`config.mk`:
```
export PLATFORM = sky130hd
export DESIGN_NAME = instructionDecoder
export DESIGN_NICKNAME = d
export VERILOG_FILES = /design/src/source/decoderPkg.sv /design/src/source/opClassIf.sv /design/src/source/regFieldIf.sv /design/src/source/instructionDecoder.sv /design/src/source/opcodeClassifier.sv /design/src/source/operandFormer.sv /design/src/source/registerFields.sv
export SDC_FILE = /design/constraint.sdc
export NUM_CORES = 1
export LEC_CHECK = 0
export BUFFER_PORTS_ARGS = -buffer_cell sky130_fd_sc_hd__buf_4
export CAP_MARGIN = 20
export CORE_MARGIN = 2
export CORE_UTILIZATION = 56
export CTS_CLUSTER_SIZE = 12
export DETAILED_ROUTE_END_ITERATION = 8
export GPL_TIMING_DRIVEN = 0
export HOLD_SLACK_MARGIN = 0.05
export PLACE_DENSITY = 0.92
export SYNTH_ARGS = -nofsm -noshare
export SYNTH_HDL_FRONTEND = slang
export SYNTH_SLANG_ARGS = --single-unit
```
`constraint.sdc`:
```
create_clock -name clock -period 0.9 [get_ports clock]
set_clock_uncertainty 0.05 [all_clocks]
set_input_delay 0.045 -clock clock [delete_from_list [all_inputs] [get_ports clock]]
set_output_delay 0.045 -clock clock [all_outputs]
set_load 0.01 [all_outputs]
```
`src/source/decoderPkg.sv`:
```
/*
 * Decoder package
 * Widths, register codes, micro-op codes and the enums shared by the
 * 16-bit instruction decoder.
 */
package decoderPkg;

	typedef logic [15:0] instrWordT;
	typedef logic [5:0] regCodeT;
	typedef logic [32:0] immT;
	typedef logic [7:0] uCmdT;
	typedef logic [7:0] uIxtT;
	typedef logic [5:0] subOpT;
	// bit 2 unsigned, low bits b/w/l/q
	typedef logic [2:0] accessT;

	typedef enum logic [5:0] {
		opNop, opInvalid, opMovRm, opMovMr, opMovIr, opAlu3, opAluCmp, opConvRr,
		opBra, opBsr, opJmp, opJsr, opOpIxt, opMovRc, opMovCr, opLeaMr
	} opT;

	typedef enum logic [4:0] {
		formInvalid, formZ, formReg, formRegReg, formImm8Reg, formImm8Z, formImm8N,
		formRegStReg, formLdRegReg, formRegStDrReg, formLdDrRegReg, formImm4ZReg,
		formImm4NReg, formPcDisp8, formImm12Z, formImm12N, formRegStDi4Sp,
		formLdDi4SpReg
	} formT;

	typedef enum logic [3:0] {
		tySb, tySw, tySl, tySq, tyUb, tyUw, tyUl, tyUq, tyNb
	} operandTypeT;

	typedef enum logic [1:0] {
		condAlways, condIfTrue, condIfFalse
	} condT;

	// special registers
	localparam regCodeT regDlr = 6'h20;
	localparam regCodeT regPc = 6'h22;
	localparam regCodeT regGbr = 6'h23;
	localparam regCodeT regLr = 6'h24;
	localparam regCodeT regImm = 6'h2E;
	localparam regCodeT regSp = 6'h2F;
	localparam regCodeT regZzr = 6'h3F;

	localparam accessT accSb = 3'b000;
	localparam accessT accSw = 3'b001;
	localparam accessT accSl = 3'b010;
	localparam accessT accSq = 3'b011;
	localparam accessT accUb = 3'b100;
	localparam accessT accUw = 3'b101;
	localparam accessT accUl = 3'b110;

	// alu and compare sub-ops
	localparam subOpT aluAdd = 6'h00;
	localparam subOpT aluSub = 6'h01;
	localparam subOpT aluAdc = 6'h02;
	localparam subOpT aluSbb = 6'h03;
	localparam subOpT aluTst = 6'h04;
	localparam subOpT aluAnd = 6'h05;
	localparam subOpT aluOr = 6'h06;
	localparam subOpT aluXor = 6'h07;
	localparam subOpT aluCmpEq = 6'h0C;
	localparam subOpT aluCmpHi = 6'h0D;
	localparam subOpT aluCmpGt = 6'h0E;
	localparam subOpT aluCmpGe = 6'h0F;
	localparam subOpT aluCmpQHi = 6'h1D;
	localparam subOpT aluCmpQGt = 6'h1E;

	// conversions
	localparam subOpT convMov = 6'h00;
	localparam subOpT convExtUb = 6'h04;
	localparam subOpT convExtUw = 6'h05;
	localparam subOpT convExtSb = 6'h06;
	localparam subOpT convExtSw = 6'h07;

	// load immediate
	localparam subOpT ldiLdix = 6'h00;
	localparam subOpT ldiLdish8 = 6'h01;
	localparam subOpT ldiLdish16 = 6'h02;

	// system ops
	localparam subOpT ixtSleep = 6'h02;
	localparam subOpT ixtBreak = 6'h03;
	localparam subOpT ixtClrt = 6'h04;
	localparam subOpT ixtSett = 6'h05;
	localparam subOpT ixtClrs = 6'h06;
	localparam subOpT ixtSets = 6'h07;
	localparam subOpT ixtNott = 6'h08;
	localparam subOpT ixtNots = 6'h09;
	localparam subOpT ixtRte = 6'h0C;

endpackage

```
`src/source/opClassIf.sv`:
```
/*
 * Opcode class bundle
 * Operation, form, size, operand type, condition and sub-op of one word.
 */
`timescale 1ns/1ns

interface opClassIf;
	import decoderPkg::*;

	opT op;
	formT form;
	accessT access;
	operandTypeT operandType;
	condT cond;
	subOpT subOp;

	modport classifier(output op, form, access, operandType, cond, subOp);
	modport former(input op, form, access, operandType, cond, subOp);

endinterface

```
`src/source/regFieldIf.sv`:
```
/*
 * Register field bundle
 * General, extended, control and status codes of the three fields.
 */
`timescale 1ns/1ns

interface regFieldIf;
	import decoderPkg::*;

	regCodeT gprN, gprM, gprO;
	regCodeT extN, extM, extO;
	regCodeT ctlN, ctlM;
	regCodeT sysN, sysM;
	logic nIsLow, nIsR1, mIsLow, mIsR1;

	modport expander(output gprN, gprM, gprO, extN, extM, extO, ctlN, ctlM,
		sysN, sysM, nIsLow, nIsR1, mIsLow, mIsR1);
	modport former(input gprN, gprM, gprO, extN, extM, extO, ctlN, ctlM,
		sysN, sysM, nIsLow, nIsR1, mIsLow, mIsR1);

endinterface

```
`src/source/instructionDecoder.sv`:
```
/*
 * Instruction decoder top
 * Classifies and expands one 16-bit word per clock and registers the
 * decoded micro-op, one cycle of latency.
 */
`timescale 1ns/1ns

module instructionDecoder (
	input logic clock,
	input logic rstN,
	input decoderPkg::instrWordT istrWord,
	output decoderPkg::regCodeT regN,
	output decoderPkg::regCodeT regM,
	output decoderPkg::regCodeT regO,
	output decoderPkg::immT imm,
	output decoderPkg::uCmdT uCmd,
	output decoderPkg::uIxtT uIxt,
	output logic invalid
);
	import decoderPkg::*;

	opClassIf cls ();
	regFieldIf regs ();

	regCodeT nextN, nextM, nextO;
	immT nextImm;
	uCmdT nextUCmd;
	uIxtT nextUIxt;
	logic nextInvalid;

	opcodeClassifier classifier (.istrWord(istrWord), .cls(cls.classifier));

	registerFields expander (.istrWord(istrWord), .regs(regs.expander));

	operandFormer former (
		.istrWord(istrWord), .cls(cls.former), .regs(regs.former),
		.regN(nextN), .regM(nextM), .regO(nextO), .imm(nextImm),
		.uCmd(nextUCmd), .uIxt(nextUIxt), .invalid(nextInvalid)
	);

	always_ff @(posedge clock or negedge rstN) begin
		if (!rstN) begin
			regN <= regZzr;
			regM <= regZzr;
			regO <= regZzr;
			imm <= '0;
			uCmd <= {condAlways, opNop};
			uIxt <= '0;
			invalid <= 1'b0;
		end else begin
			regN <= nextN;
			regM <= nextM;
			regO <= nextO;
			imm <= nextImm;
			uCmd <= nextUCmd;
			uIxt <= nextUIxt;
			invalid <= nextInvalid;
		end
	end

endmodule

```
`src/source/opcodeClassifier.sv`:
```
/*
 * Opcode classifier
 * Matches the opcode pattern and yields operation, form, access size,
 * operand type, condition and sub-op.
 */
`timescale 1ns/1ns

module opcodeClassifier (
	input decoderPkg::instrWordT istrWord,
	opClassIf.classifier cls
);
	import decoderPkg::*;

	always_comb begin
		cls.op = opInvalid;
		cls.form = formInvalid;
		cls.access = '0;
		cls.operandType = tySb;
		cls.cond = condAlways;
		cls.subOp = '0;

		casez (istrWord)
			16'h0???: begin
				// bits 11..10 pick store/load and plain/indexed
				cls.access = {1'b0, istrWord[9:8]};
				case (istrWord[11:10])
					2'b00: begin
						cls.op = opMovRm;
						cls.form = formRegStReg;
					end
					2'b01: begin
						cls.op = opMovRm;
						cls.form = formRegStDrReg;
					end
					2'b10: begin
						cls.op = opMovMr;
						cls.form = formLdRegReg;
					end
					default: begin
						cls.op = opMovMr;
						cls.form = formLdDrRegReg;
					end
				endcase
				if (istrWord == 16'h0000) begin
					cls.op = opNop;
					cls.form = formZ;
				end
			end
			16'h1???: begin
				cls.form = formRegReg;
				cls.op = opAlu3;
				cls.operandType = tyNb;
				case (istrWord[11:8])
					4'h0: cls.subOp = aluAdd;
					4'h1: cls.subOp = aluSub;
					4'h2: cls.subOp = aluAdc;
					4'h3: cls.subOp = aluSbb;
					4'h4: begin
						cls.op = opAluCmp;
						cls.operandType = tySb;
						cls.subOp = aluTst;
					end
					4'h5: cls.subOp = aluAnd;
					4'h6: cls.subOp = aluOr;
					4'h7: cls.subOp = aluXor;
					4'h8, 4'h9, 4'hA, 4'hB: begin
						// moves mixing general and extended banks
						cls.op = opConvRr;
						cls.operandType = operandTypeT'({2'b00, istrWord[9:8]});
						cls.subOp = convMov;
					end
					4'hC, 4'hD, 4'hE: begin
						cls.op = opAluCmp;
						cls.operandType = tySb;
						cls.subOp = (istrWord[9:8] == 2'b00) ? aluCmpEq :
							(istrWord[9:8] == 2'b01) ? aluCmpHi : aluCmpGt;
					end
					default: begin
						cls.op = opInvalid;
						cls.form = formInvalid;
						cls.operandType = tySb;
					end
				endcase
			end
			16'h20??, 16'h22??, 16'h23??: begin
				cls.op = opBra;
				cls.form = formPcDisp8;
				cls.access = accSw;
				if (istrWord[9])
					cls.cond = istrWord[8] ? condIfFalse : condIfTrue;
			end
			16'h21??: begin
				cls.op = opBsr;
				cls.form = formPcDisp8;
				cls.access = accSw;
			end
			16'h24??, 16'h25??, 16'h26??: begin
				cls.op = opMovIr;
				cls.form = (istrWord[9:8] == 2'b01) ? formImm8N : formImm8Z;
				cls.subOp = istrWord[9] ? ldiLdish8 : ldiLdix;
			end
			16'h28??, 16'h29??, 16'h2A??, 16'h2B??: begin
				cls.op = istrWord[9] ? opMovMr : opMovRm;
				cls.form = istrWord[9] ? formLdDi4SpReg : formRegStDi4Sp;
				cls.access = istrWord[8] ? accSq : accSl;
			end
			16'h2C??, 16'h2D??, 16'h2E??, 16'h2F??: begin
				cls.op = opAluCmp;
				cls.form = (istrWord[9:8] == 2'b01) ? formImm4NReg : formImm4ZReg;
				cls.subOp = (istrWord[9:8] == 2'b10) ? aluCmpGt :
					(istrWord[9:8] == 2'b11) ? aluCmpGe : aluCmpEq;
			end
			16'h30?0: begin
				cls.form = formZ;
				cls.op = opOpIxt;
				case (istrWord[7:4])
					4'h0: cls.op = opNop;
					4'h1: cls.op = opJmp;
					4'h2: cls.subOp = ixtSleep;
					4'h3: cls.subOp = ixtBreak;
					4'h4: cls.subOp = ixtClrt;
					4'h5: cls.subOp = ixtSett;
					4'h6: cls.subOp = ixtClrs;
					4'h7: cls.subOp = ixtSets;
					4'h8: cls.subOp = ixtNott;
					4'h9: cls.subOp = ixtNots;
					4'hA, 4'hB: begin
						cls.op = opMovIr;
						cls.subOp = ldiLdish16;
					end
					4'hC: cls.subOp = ixtRte;
					default: begin
						cls.op = opInvalid;
						cls.form = formInvalid;
					end
				endcase
			end
			16'h32?0, 16'h32?1, 16'h32?2, 16'h32?3: begin
				cls.op = istrWord[1:0] == 2'b01 ? opJsr : opJmp;
				cls.form = formReg;
				if (istrWord[1])
					cls.cond = istrWord[0] ? condIfFalse : condIfTrue;
			end
			16'h32?4, 16'h32?5, 16'h32?6, 16'h32?7: begin
				cls.op = opConvRr;
				cls.form = formReg;
				cls.operandType = tySl;
				cls.subOp = {4'h1, istrWord[1:0]};
			end
			16'h48??, 16'h49??, 16'h4A??, 16'h4B??: begin
				cls.op = istrWord[8] ? opMovCr : opMovRc;
				cls.form = formRegReg;
				cls.operandType = operandTypeT'({2'b01, istrWord[9:8]});
			end
			16'h50??, 16'h51??, 16'h52??, 16'h53??: begin
				cls.op = opMovMr;
				cls.form = istrWord[9] ? formLdDrRegReg : formLdRegReg;
				cls.access = istrWord[8] ? accUw : accUb;
			end
			16'h58??, 16'h59??, 16'h5B??, 16'h5C??, 16'h5D??, 16'h5E??, 16'h5F??: begin
				cls.op = opAlu3;
				cls.form = formRegReg;
				case (istrWord[10:8])
					3'h0: cls.subOp = aluAdd;
					3'h1: cls.subOp = aluSub;
					3'h3: cls.subOp = aluCmpQHi;
					3'h4: cls.subOp = aluCmpQGt;
					3'h5: cls.subOp = aluAnd;
					3'h6: cls.subOp = aluOr;
					default: cls.subOp = aluXor;
				endcase
				if (istrWord[10:8] == 3'h3 || istrWord[10:8] == 3'h4)
					cls.op = opAluCmp;
			end
			16'h8???: begin
				if (istrWord[10:8] != 3'b000) begin
					// displacement forms
					cls.op = istrWord[11] ? opMovMr : opMovRm;
					cls.form = istrWord[11] ? formLdRegReg : formRegStReg;
					cls.access = accSl;
					cls.operandType = tyUl;
				end else begin
					cls.op = istrWord[11] ? opMovMr : opMovRm;
					cls.form = istrWord[11] ? formLdDrRegReg : formRegStDrReg;
					cls.access = accUl;
				end
			end
			16'hA???, 16'hB???: begin
				cls.op = opMovIr;
				cls.form = istrWord[12] ? formImm12N : formImm12Z;
				cls.subOp = ldiLdix;
			end
			16'hC???: begin
				cls.op = opAlu3;
				cls.form = formImm8Reg;
				cls.subOp = aluAdd;
			end
			16'hD???: begin
				cls.op = opMovIr;
				cls.form = formImm8Reg;
			end
			default: begin
				cls.op = opInvalid;
				cls.form = formInvalid;
			end
		endcase
	end

endmodule

```
`src/source/operandFormer.sv`:
```
/*
 * Operand former
 * Picks register codes, immediate and extended command per form.
 */
`timescale 1ns/1ns

module operandFormer (
	input decoderPkg::instrWordT istrWord,
	opClassIf.former cls,
	regFieldIf.former regs,
	output decoderPkg::regCodeT regN,
	output decoderPkg::regCodeT regM,
	output decoderPkg::regCodeT regO,
	output decoderPkg::immT imm,
	output decoderPkg::uCmdT uCmd,
	output decoderPkg::uIxtT uIxt,
	output logic invalid
);
	import decoderPkg::*;

	immT imm8Sx;
	uIxtT memIxt;
	uIxtT memIxtByte;
	uIxtT opIxt;
	logic isLoad;

	assign imm8Sx = {{25{istrWord[7]}}, istrWord[7:0]};
	assign isLoad = (cls.form == formLdRegReg) || (cls.form == formLdDrRegReg) ||
		(cls.form == formLdDi4SpReg) || (cls.form == formPcDisp8);
	assign memIxt = {cls.cond, cls.access[1:0], isLoad, cls.access};
	// pc/gbr base indexes by byte
	assign memIxtByte = {cls.cond, cls.access[1:0], isLoad, cls.access[2], 2'b00};
	assign opIxt = {cls.cond, cls.subOp};

	assign uCmd = {cls.cond, cls.op};
	assign invalid = (cls.form == formInvalid);

	always_comb begin
		regN = regZzr;
		regM = regZzr;
		regO = regZzr;
		imm = '0;
		uIxt = opIxt;

		case (cls.form)
			formZ: begin
				if (cls.op == opJmp)
					regM = regLr;
				if (cls.op == opMovIr)
					imm = {17'b0, {16{istrWord[4]}}};
			end
			formReg: begin
				regN = regs.gprN;
				if (cls.operandType == tySl)
					regM = regs.gprN;
				else
					regO = regs.gprN;
			end
			formRegReg: begin
				regN = regs.gprN;
				regM = regs.gprM;
				regO = regDlr;
				case (cls.operandType)
					tySw: regM = regs.extM;
					tySl: regN = regs.extN;
					tySq: begin
						regN = regs.extN;
						regM = regs.extM;
					end
					tyUb: regN = regs.ctlN;
					tyUw: regM = regs.ctlM;
					tyUl: regN = regs.sysN;
					tyUq: regM = regs.sysM;
					tyNb: begin
						regM = regs.gprN;
						regO = regs.gprM;
					end
					default: regO = regDlr;
				endcase
			end
			formImm8Reg: begin
				imm = imm8Sx;
				regN = regs.gprO;
				regM = regImm;
				regO = regs.gprO;
			end
			formImm8Z, formImm8N: begin
				imm = {{25{cls.form == formImm8N}}, istrWord[7:0]};
				regN = regDlr;
				regM = regImm;
			end
			formImm12Z, formImm12N: begin
				imm = {{21{cls.form == formImm12N}}, istrWord[11:0]};
				regN = regDlr;
				regM = regImm;
			end
			formImm4ZReg, formImm4NReg: begin
				imm = {{29{cls.form == formImm4NReg}}, istrWord[3:0]};
				regN = regs.gprN;
				regM = regImm;
			end
			formRegStReg, formLdRegReg: begin
				// stores swap the roles of N and M
				regN = (cls.form == formRegStReg) ? regs.gprM : regs.gprN;
				regM = (cls.form == formRegStReg) ? regs.gprN : regs.gprM;
				uIxt = memIxt;
				if (cls.operandType == tyUl) begin
					regO = regImm;
					imm = {30'b0, istrWord[10:8]};
				end
			end
			formRegStDrReg: begin
				regN = regs.gprM;
				regO = regDlr;
				regM = regs.nIsLow ? (regs.nIsR1 ? regGbr : regPc) : regs.gprN;
				uIxt = regs.nIsLow ? memIxtByte : memIxt;
			end
			formLdDrRegReg: begin
				regN = regs.gprN;
				regO = regDlr;
				regM = regs.mIsLow ? (regs.mIsR1 ? regGbr : regPc) : regs.gprM;
				uIxt = regs.mIsLow ? memIxtByte : memIxt;
			end
			formPcDisp8: begin
				regN = regDlr;
				regM = regPc;
				regO = regImm;
				imm = imm8Sx;
				uIxt = memIxt;
			end
			formRegStDi4Sp, formLdDi4SpReg: begin
				regN = regs.gprN;
				regM = regSp;
				regO = regImm;
				imm = {28'b0, cls.access[2], istrWord[3:0]};
				uIxt = memIxt;
			end
			default: uIxt = opIxt;
		endcase
	end

endmodule

```
`src/source/registerFields.sv`:
```
/*
 * Register field expander
 * Turns the O, N and M fields into general, extended, control and
 * status register codes.
 */
`timescale 1ns/1ns

module registerFields (
	input decoderPkg::instrWordT istrWord,
	regFieldIf.expander regs
);
	import decoderPkg::*;

	logic [3:0] fieldO, fieldN, fieldM;
	logic rsvO, rsvN, rsvM;

	assign fieldO = istrWord[11:8];
	assign fieldN = istrWord[7:4];
	assign fieldM = istrWord[3:0];

	// r0, r1 and r15 are remapped to the special bank
	assign rsvO = (fieldO[3:1] == 3'b000) || (fieldO == 4'hF);
	assign rsvN = (fieldN[3:1] == 3'b000) || (fieldN == 4'hF);
	assign rsvM = (fieldM[3:1] == 3'b000) || (fieldM == 4'hF);

	assign regs.gprO = {rsvO, 1'b0, fieldO};
	assign regs.gprN = {rsvN, 1'b0, fieldN};
	assign regs.gprM = {rsvM, 1'b0, fieldM};

	assign regs.extO = {rsvO, 1'b1, fieldO};
	assign regs.extN = {rsvN, 1'b1, fieldN};
	assign regs.extM = {rsvM, 1'b1, fieldM};

	assign regs.ctlN = {2'b10, fieldN};
	assign regs.ctlM = {2'b10, fieldM};
	assign regs.sysN = {2'b11, fieldN};
	assign regs.sysM = {2'b11, fieldM};

	// base selection for indexed forms
	assign regs.nIsLow = (fieldN[3:1] == 3'b000);
	assign regs.nIsR1 = regs.nIsLow && fieldN[0];
	assign regs.mIsLow = (fieldM[3:1] == 3'b000);
	assign regs.mIsR1 = regs.mIsLow && fieldM[0];

endmodule

```
==> flow_summary.json, run 1 <==
{
  "die-height_um": 87.57,
  "pin_count": 86,
  "synth_top_family_by_area": "simple AND/OR/NAND/NOR gates",
  "tool.error": "[ERROR DPL-0038] Utilization greater than 100%, impossible to legalize",
  "dp_worst_setup_slack_ps": -2616,
  "cts-buffers-inserted": 5,
  "place.gp.congestion": 1.049,
  "synth.mux.area_fraction_pct": 0.5438,
  "worst-ep-kind": "sequential cell input",
  "synth_cells": 481,
  "status": "stopped before the end",
  "port-buffer-count": 81,
  "ctsLongestPathBuffers": 2,
  "synth_edf_count": 0,
  "ys.flop_type": "dfrtp_1",
  "lastStage": "5_1_grt",
  "netlist_area_um2": 3911,
  "yosysSeqAreaShare_pct": 29.37,
  "yosysWarnings": 0,
  "place_hpwl_mm": 10.51,
  "syn_area_per_cell_um2": 8.131,
  "h-tree-depth": 2,
  "grt_max_degree": 46,
  "synthArstFlopShare_pct": 100.0,
  "start_util_pct": 57.57,
  "synth-xor-area-share_pct": 0.4479,
  "clock-sinks": 45,
  "synthAdderAreaFrac_pct": 2.559,
  "synth-simple-area-share_pct": 28.44,
  "ys_seq_elements": 45,
  "grt_worst_setup_endpoint": "imm[10]$_DFF_PN0_/D",
  "synth.distinct_cells": 86,
  "die_width_um": 87.57,
  "rows": 30,
  "root_buffer": "clkbuf_8",
  "synth_compound_area_share_pct": 28.18
}
-- synthesized netlist by cell type (3+ instances only) --
cell type   n  area, um2
nor2b_1     8      50.05
nand3b_1    3      22.52
clkbuf_1   22      82.58
o22ai_1     6      37.54
nand4b_1    3      26.28
o2111ai_1   3      26.28
a311o_1     4      40.04
nor3_1      9      45.04
buf_2      12      60.06
a211oi_1    5      37.54
and3_1      4      25.02
and2_1      4      25.02
a21oi_1    20      100.1
o21ai_0    24      120.1
a22oi_1     5      37.54
a31oi_1     3      18.77
o221ai_1    4      35.03
a221o_1     7      70.07
a221oi_1    8      70.07
inv_1      16      60.06
or3_1       4      25.02
buf_4      25      187.7
nand4_1     8      50.05
dfstp_2    18      473.0
nor4bb_1    3      30.03
nor4b_1     4      35.03
a21o_1     13      97.59
ha_1        8      100.1
a222oi_1    3      30.03
nand2_1    55      206.5
nand3_1    13      65.06
or2_1       3      18.77
nor2_1     43      161.4
nand2b_1    9      56.30
a22o_1      3      26.28
nor4_1      6      37.54
dfrtp_1    27      675.7
or4_1       3      22.52
o21ai_1     6      30.03
-- kinds of logic after synthesis --
| kind of cell | after synthesis |
|---|---|
| mux | 2 |
| simple gates | 201 |
| flops | 45 |
| xor+xnor | 2 |
| fa+ha+maj | 8 |
| buf+inv | 77 |
| other cells | 1 |
| compound gates | 145 |
-- metrics by stage --
stage               hold WS (ps)  std cells  cell area [um2]  utilization, %  TNS [ps]
floorplan                 -300.6        482             4248               -    -70440
global placement          -7.648        659             4976           73.24   -100410
detailed placement         14.11        661             4986           73.39   -101370
CTS                        55.00        722             6195           91.18    -78720
-- repair_timing --
action / CTS
endpoints found under the hold margin: 51
endpoints found under the setup margin: 98
hold buffers: 4
gates cloned: 1
resized for setup: 168
setup buffers: 49
pin swaps: 41
==> run 2: changes to the inputs <==
--- a/config.mk
+++ b/config.mk
@@ -8,12 +8,10 @@
 export BUFFER_PORTS_ARGS = -buffer_cell sky130_fd_sc_hd__buf_4
 export CAP_MARGIN = 20
 export CORE_MARGIN = 2
-export CORE_UTILIZATION = 56
-export CTS_CLUSTER_SIZE = 12
+export CORE_UTILIZATION = 40
 export DETAILED_ROUTE_END_ITERATION = 8
 export GPL_TIMING_DRIVEN = 0
-export HOLD_SLACK_MARGIN = 0.05
-export PLACE_DENSITY = 0.92
+export PLACE_DENSITY_LB_ADDON = 0.15
 export SYNTH_ARGS = -nofsm -noshare
 export SYNTH_HDL_FRONTEND = slang
 export SYNTH_SLANG_ARGS = --single-unit
==> run 2 against run 1 <==
  * The flow now finishes, with violations (negative setup slack)
  * Synthesized cell count unchanged
  * Synthesized area did not move
==> flow_summary.json, run 2 <==
{
  "status": "finished, violations left",
  "failed_checks": "negative setup slack",
  "path_cells": "buf_8, clkbuf_16, clkbuf_16, or2_4, nor2_4, inv_2, ha_4, o21bai_1, a22o_1, a2111oi_4, and2b_2, buf_4, nor2_4, o21ai_2, o22ai_4, a221o_1",
  "start_util_pct": 40.58,
  "place.gp.congestion": 1.005,
  "synth-simple-area-share_pct": 28.44,
  "die_width_um": 102.9,
  "final_cell_mix": "buf_6, buf_4, nand2_1, dfrtp_1, nor2_1",
  "hold_viol_final": 0,
  "synth_common_cells": "nand2_1, nor2_1, dfrtp_1",
  "holdPathStages": 3,
  "fin_cells": 794,
  "yosysWarnings": 0,
  "finalInstanceArea_um2": 6835,
  "antenna_found_initial": 0,
  "largest_reg_flops": 14,
  "ys.flop_type": "dfrtp_1",
  "clock-sinks": 45,
  "dp_worst_setup_slack_ps": -2689,
  "rsz0062_at_grt": "yes",
  "drive_gt1_share_pct": 54.92,
  "hold_path.startpoint": "istrWord[1]",
  "viasPerCell": 6.048,
  "synthArstFlopShare_pct": 100.0,
  "dpl_cell_area_um2": 5032,
  "design.core.area_um2": 9639,
  "max-cap-violations": 0,
  "ys_seq_elements": 45,
  "place_hpwl_mm": 11.32,
  "setup_viol": 100,
  "yosysSeqAreaShare_pct": 29.37,
  "pin_count": 86,
  "dr.pass1.iters": 8,
  "cts-buffers-inserted": 5,
  "synth_cells": 481,
  "synthAdderAreaFrac_pct": 2.559,
  "drt_iter0_drc": 500,
  "crit_buf_inv": 5,
  "power_density_nw_per_um2": 1203,
  "wl_mm": 17.26,
  "cp_slowest_cell": "a221o_1",
  "synth_edf_count": 0,
  "diodes": 0,
  "top_regs": "imm: 14 flops, uIxt: 7 flops",
  "first_global_vias": 4537,
  "cts.clk_slew.worst_paths_ps": 80,
  "endpoint_kind": "flip-flop",
  "nets": 686,
  "ys_top_cells_by_area": "dfrtp_1, dfstp_2, nand2_1",
  "die-height_um": 102.9,
  "placed_cells": 698,
  "power_leakage_nw": 2.999,
  "ctsLongestPathBuffers": 2,
  "critPathArrivalTime_ps": 2830,
  "peakVddDrop_mv": 0.6215,
  "grt-ovfl-total": 0,
  "h-tree-depth": 2,
  "max_clock_freq_mhz": 370.4,
  "synth_most_common_cell": "nand2_1",
  "critPathRequiredTime_ps": 1030,
  "max_stage_delay_ps": 350,
  "ant_nets": 0,
  "cp_max_fo": 4,
  "synth.mux.area_fraction_pct": 0.5438,
  "netlist_area_um2": 3911,
  "root_buffer": "clkbuf_8",
  "worst_pin_slew_ps": 886.5,
  "wl_per_cell_um": 21.74,
  "num_vias": 4802,
  "synth.distinct_cells": 86,
  "grt_max_degree": 46,
  "syn_area_per_cell_um2": 8.131,
  "drc": 0,
  "slew_violations": 0,
  "fin_crit_sh_pct": 300.0,
  "cts_tree": "yes",
  "min_path_type": "input port to flip-flop",
  "slew_headroom_pct": 40.90,
  "whs_endpoint": "uCmd[7]",
  "finalWorstSetupSlack_ps": -1800,
  "port-buffer-count": 81,
  "synth-xor-area-share_pct": 0.4479,
  "crit_type": "input port to flip-flop",
  "setup_tns_ps": -79890,
  "syn2layout_area_growth_pct": 74.76,
  "yosysTopAreaCell": "dfrtp_1",
  "min_period_ps": 2700,
  "die-area_um2": 10590,
  "grt_usage_pct": 31.74,
  "path_delay_family": "compound AO/OA/AOI/OAI gates",
  "final_common_cell": "buf_6",
  "p_total_mw": 8.226,
  "rows": 36,
  "synth_top_family_by_area": "simple AND/OR/NAND/NOR gates",
  "synth_top_area_share_pct": 17.27,
  "holdWs_ps": 31.43,
  "grt_first_pass_wirelength_mm": 25.52,
  "top_register": "imm",
  "cp-start-kind": "input port",
  "synth_compound_area_share_pct": 28.18,
  "fin_util_pct": 70.91
}
run 2: cell counts after synthesis:
No cell type changed its count.
run 2: how the worst max path moves through the flow:
| stage | startpoint | endpoint | slack, ps | depth (start not counted) |
|---|---|---|---|---|
| after floorplan | istrWord[9] | regO[5] | -1800 | 15 |
| after global placement | istrWord[11] | imm[15] | -2760 | 10 |
| after detailed placement | istrWord[11] | imm[15] | -2690 | 10 |
| after CTS | istrWord[9] | regO[5] | -1730 | 16 |
| after global routing | istrWord[9] | regM[1] | -1880 | 17 |
| final | istrWord[9] | imm[1] | -1800 | 16 |
run 2: kinds of logic after synthesis:
family	after synthesis
and+or+nand+nor	201
AOI/OAI and AO/OA	145
buffers and inverters	77
DFF	45
adders and majority gates	8
xor gates and xnor gates	2
muxes	2
other	1
run 2: where the power goes:
group / leakage, nW / switching, mW / internal, mW / total [mW]
logic: 2.41 / 2.12 / 2.22 / 4.33
clock network: 0.0447 / 0.765 / 0.561 / 1.33
registers: 0.543 / 0.144 / 2.42 / 2.57
run 2: what timing repair did:
action / 4_1_cts / 5_1_grt
hold buffers: 3 / 1
gates resized for setup: 194 / 42
cloned: 1 / 0
endpoints found under the hold margin: 33 / 1
setup endpoints to repair: 106 / 111
pin swaps: 50 / 37
buffers inserted: 64 / 21
run 2: cell type report:
class | count | area, um2
clock buffer | 5 | 68.82
multi-input combinational | 360 | 3112
timing repair buffer | 173 | 1678
fill | 745 | 2804
clock inverter | 3 | 25.02
inverter | 16 | 76.32
buffer | 59 | 558.0
tap | 133 | 166.4
sequential | 45 | 1151
run 2: per-layer routing:
metal  routed length (um)  track usage (%)  up-vias
met5                    0                0        -
met4                  748            12.96        0
met3                 1610            4.746       60
met2                 8015            50.25      300
met1                 6888            43.44     2310
li1                     -                -     2132
(Power assumes the default switching activity.)
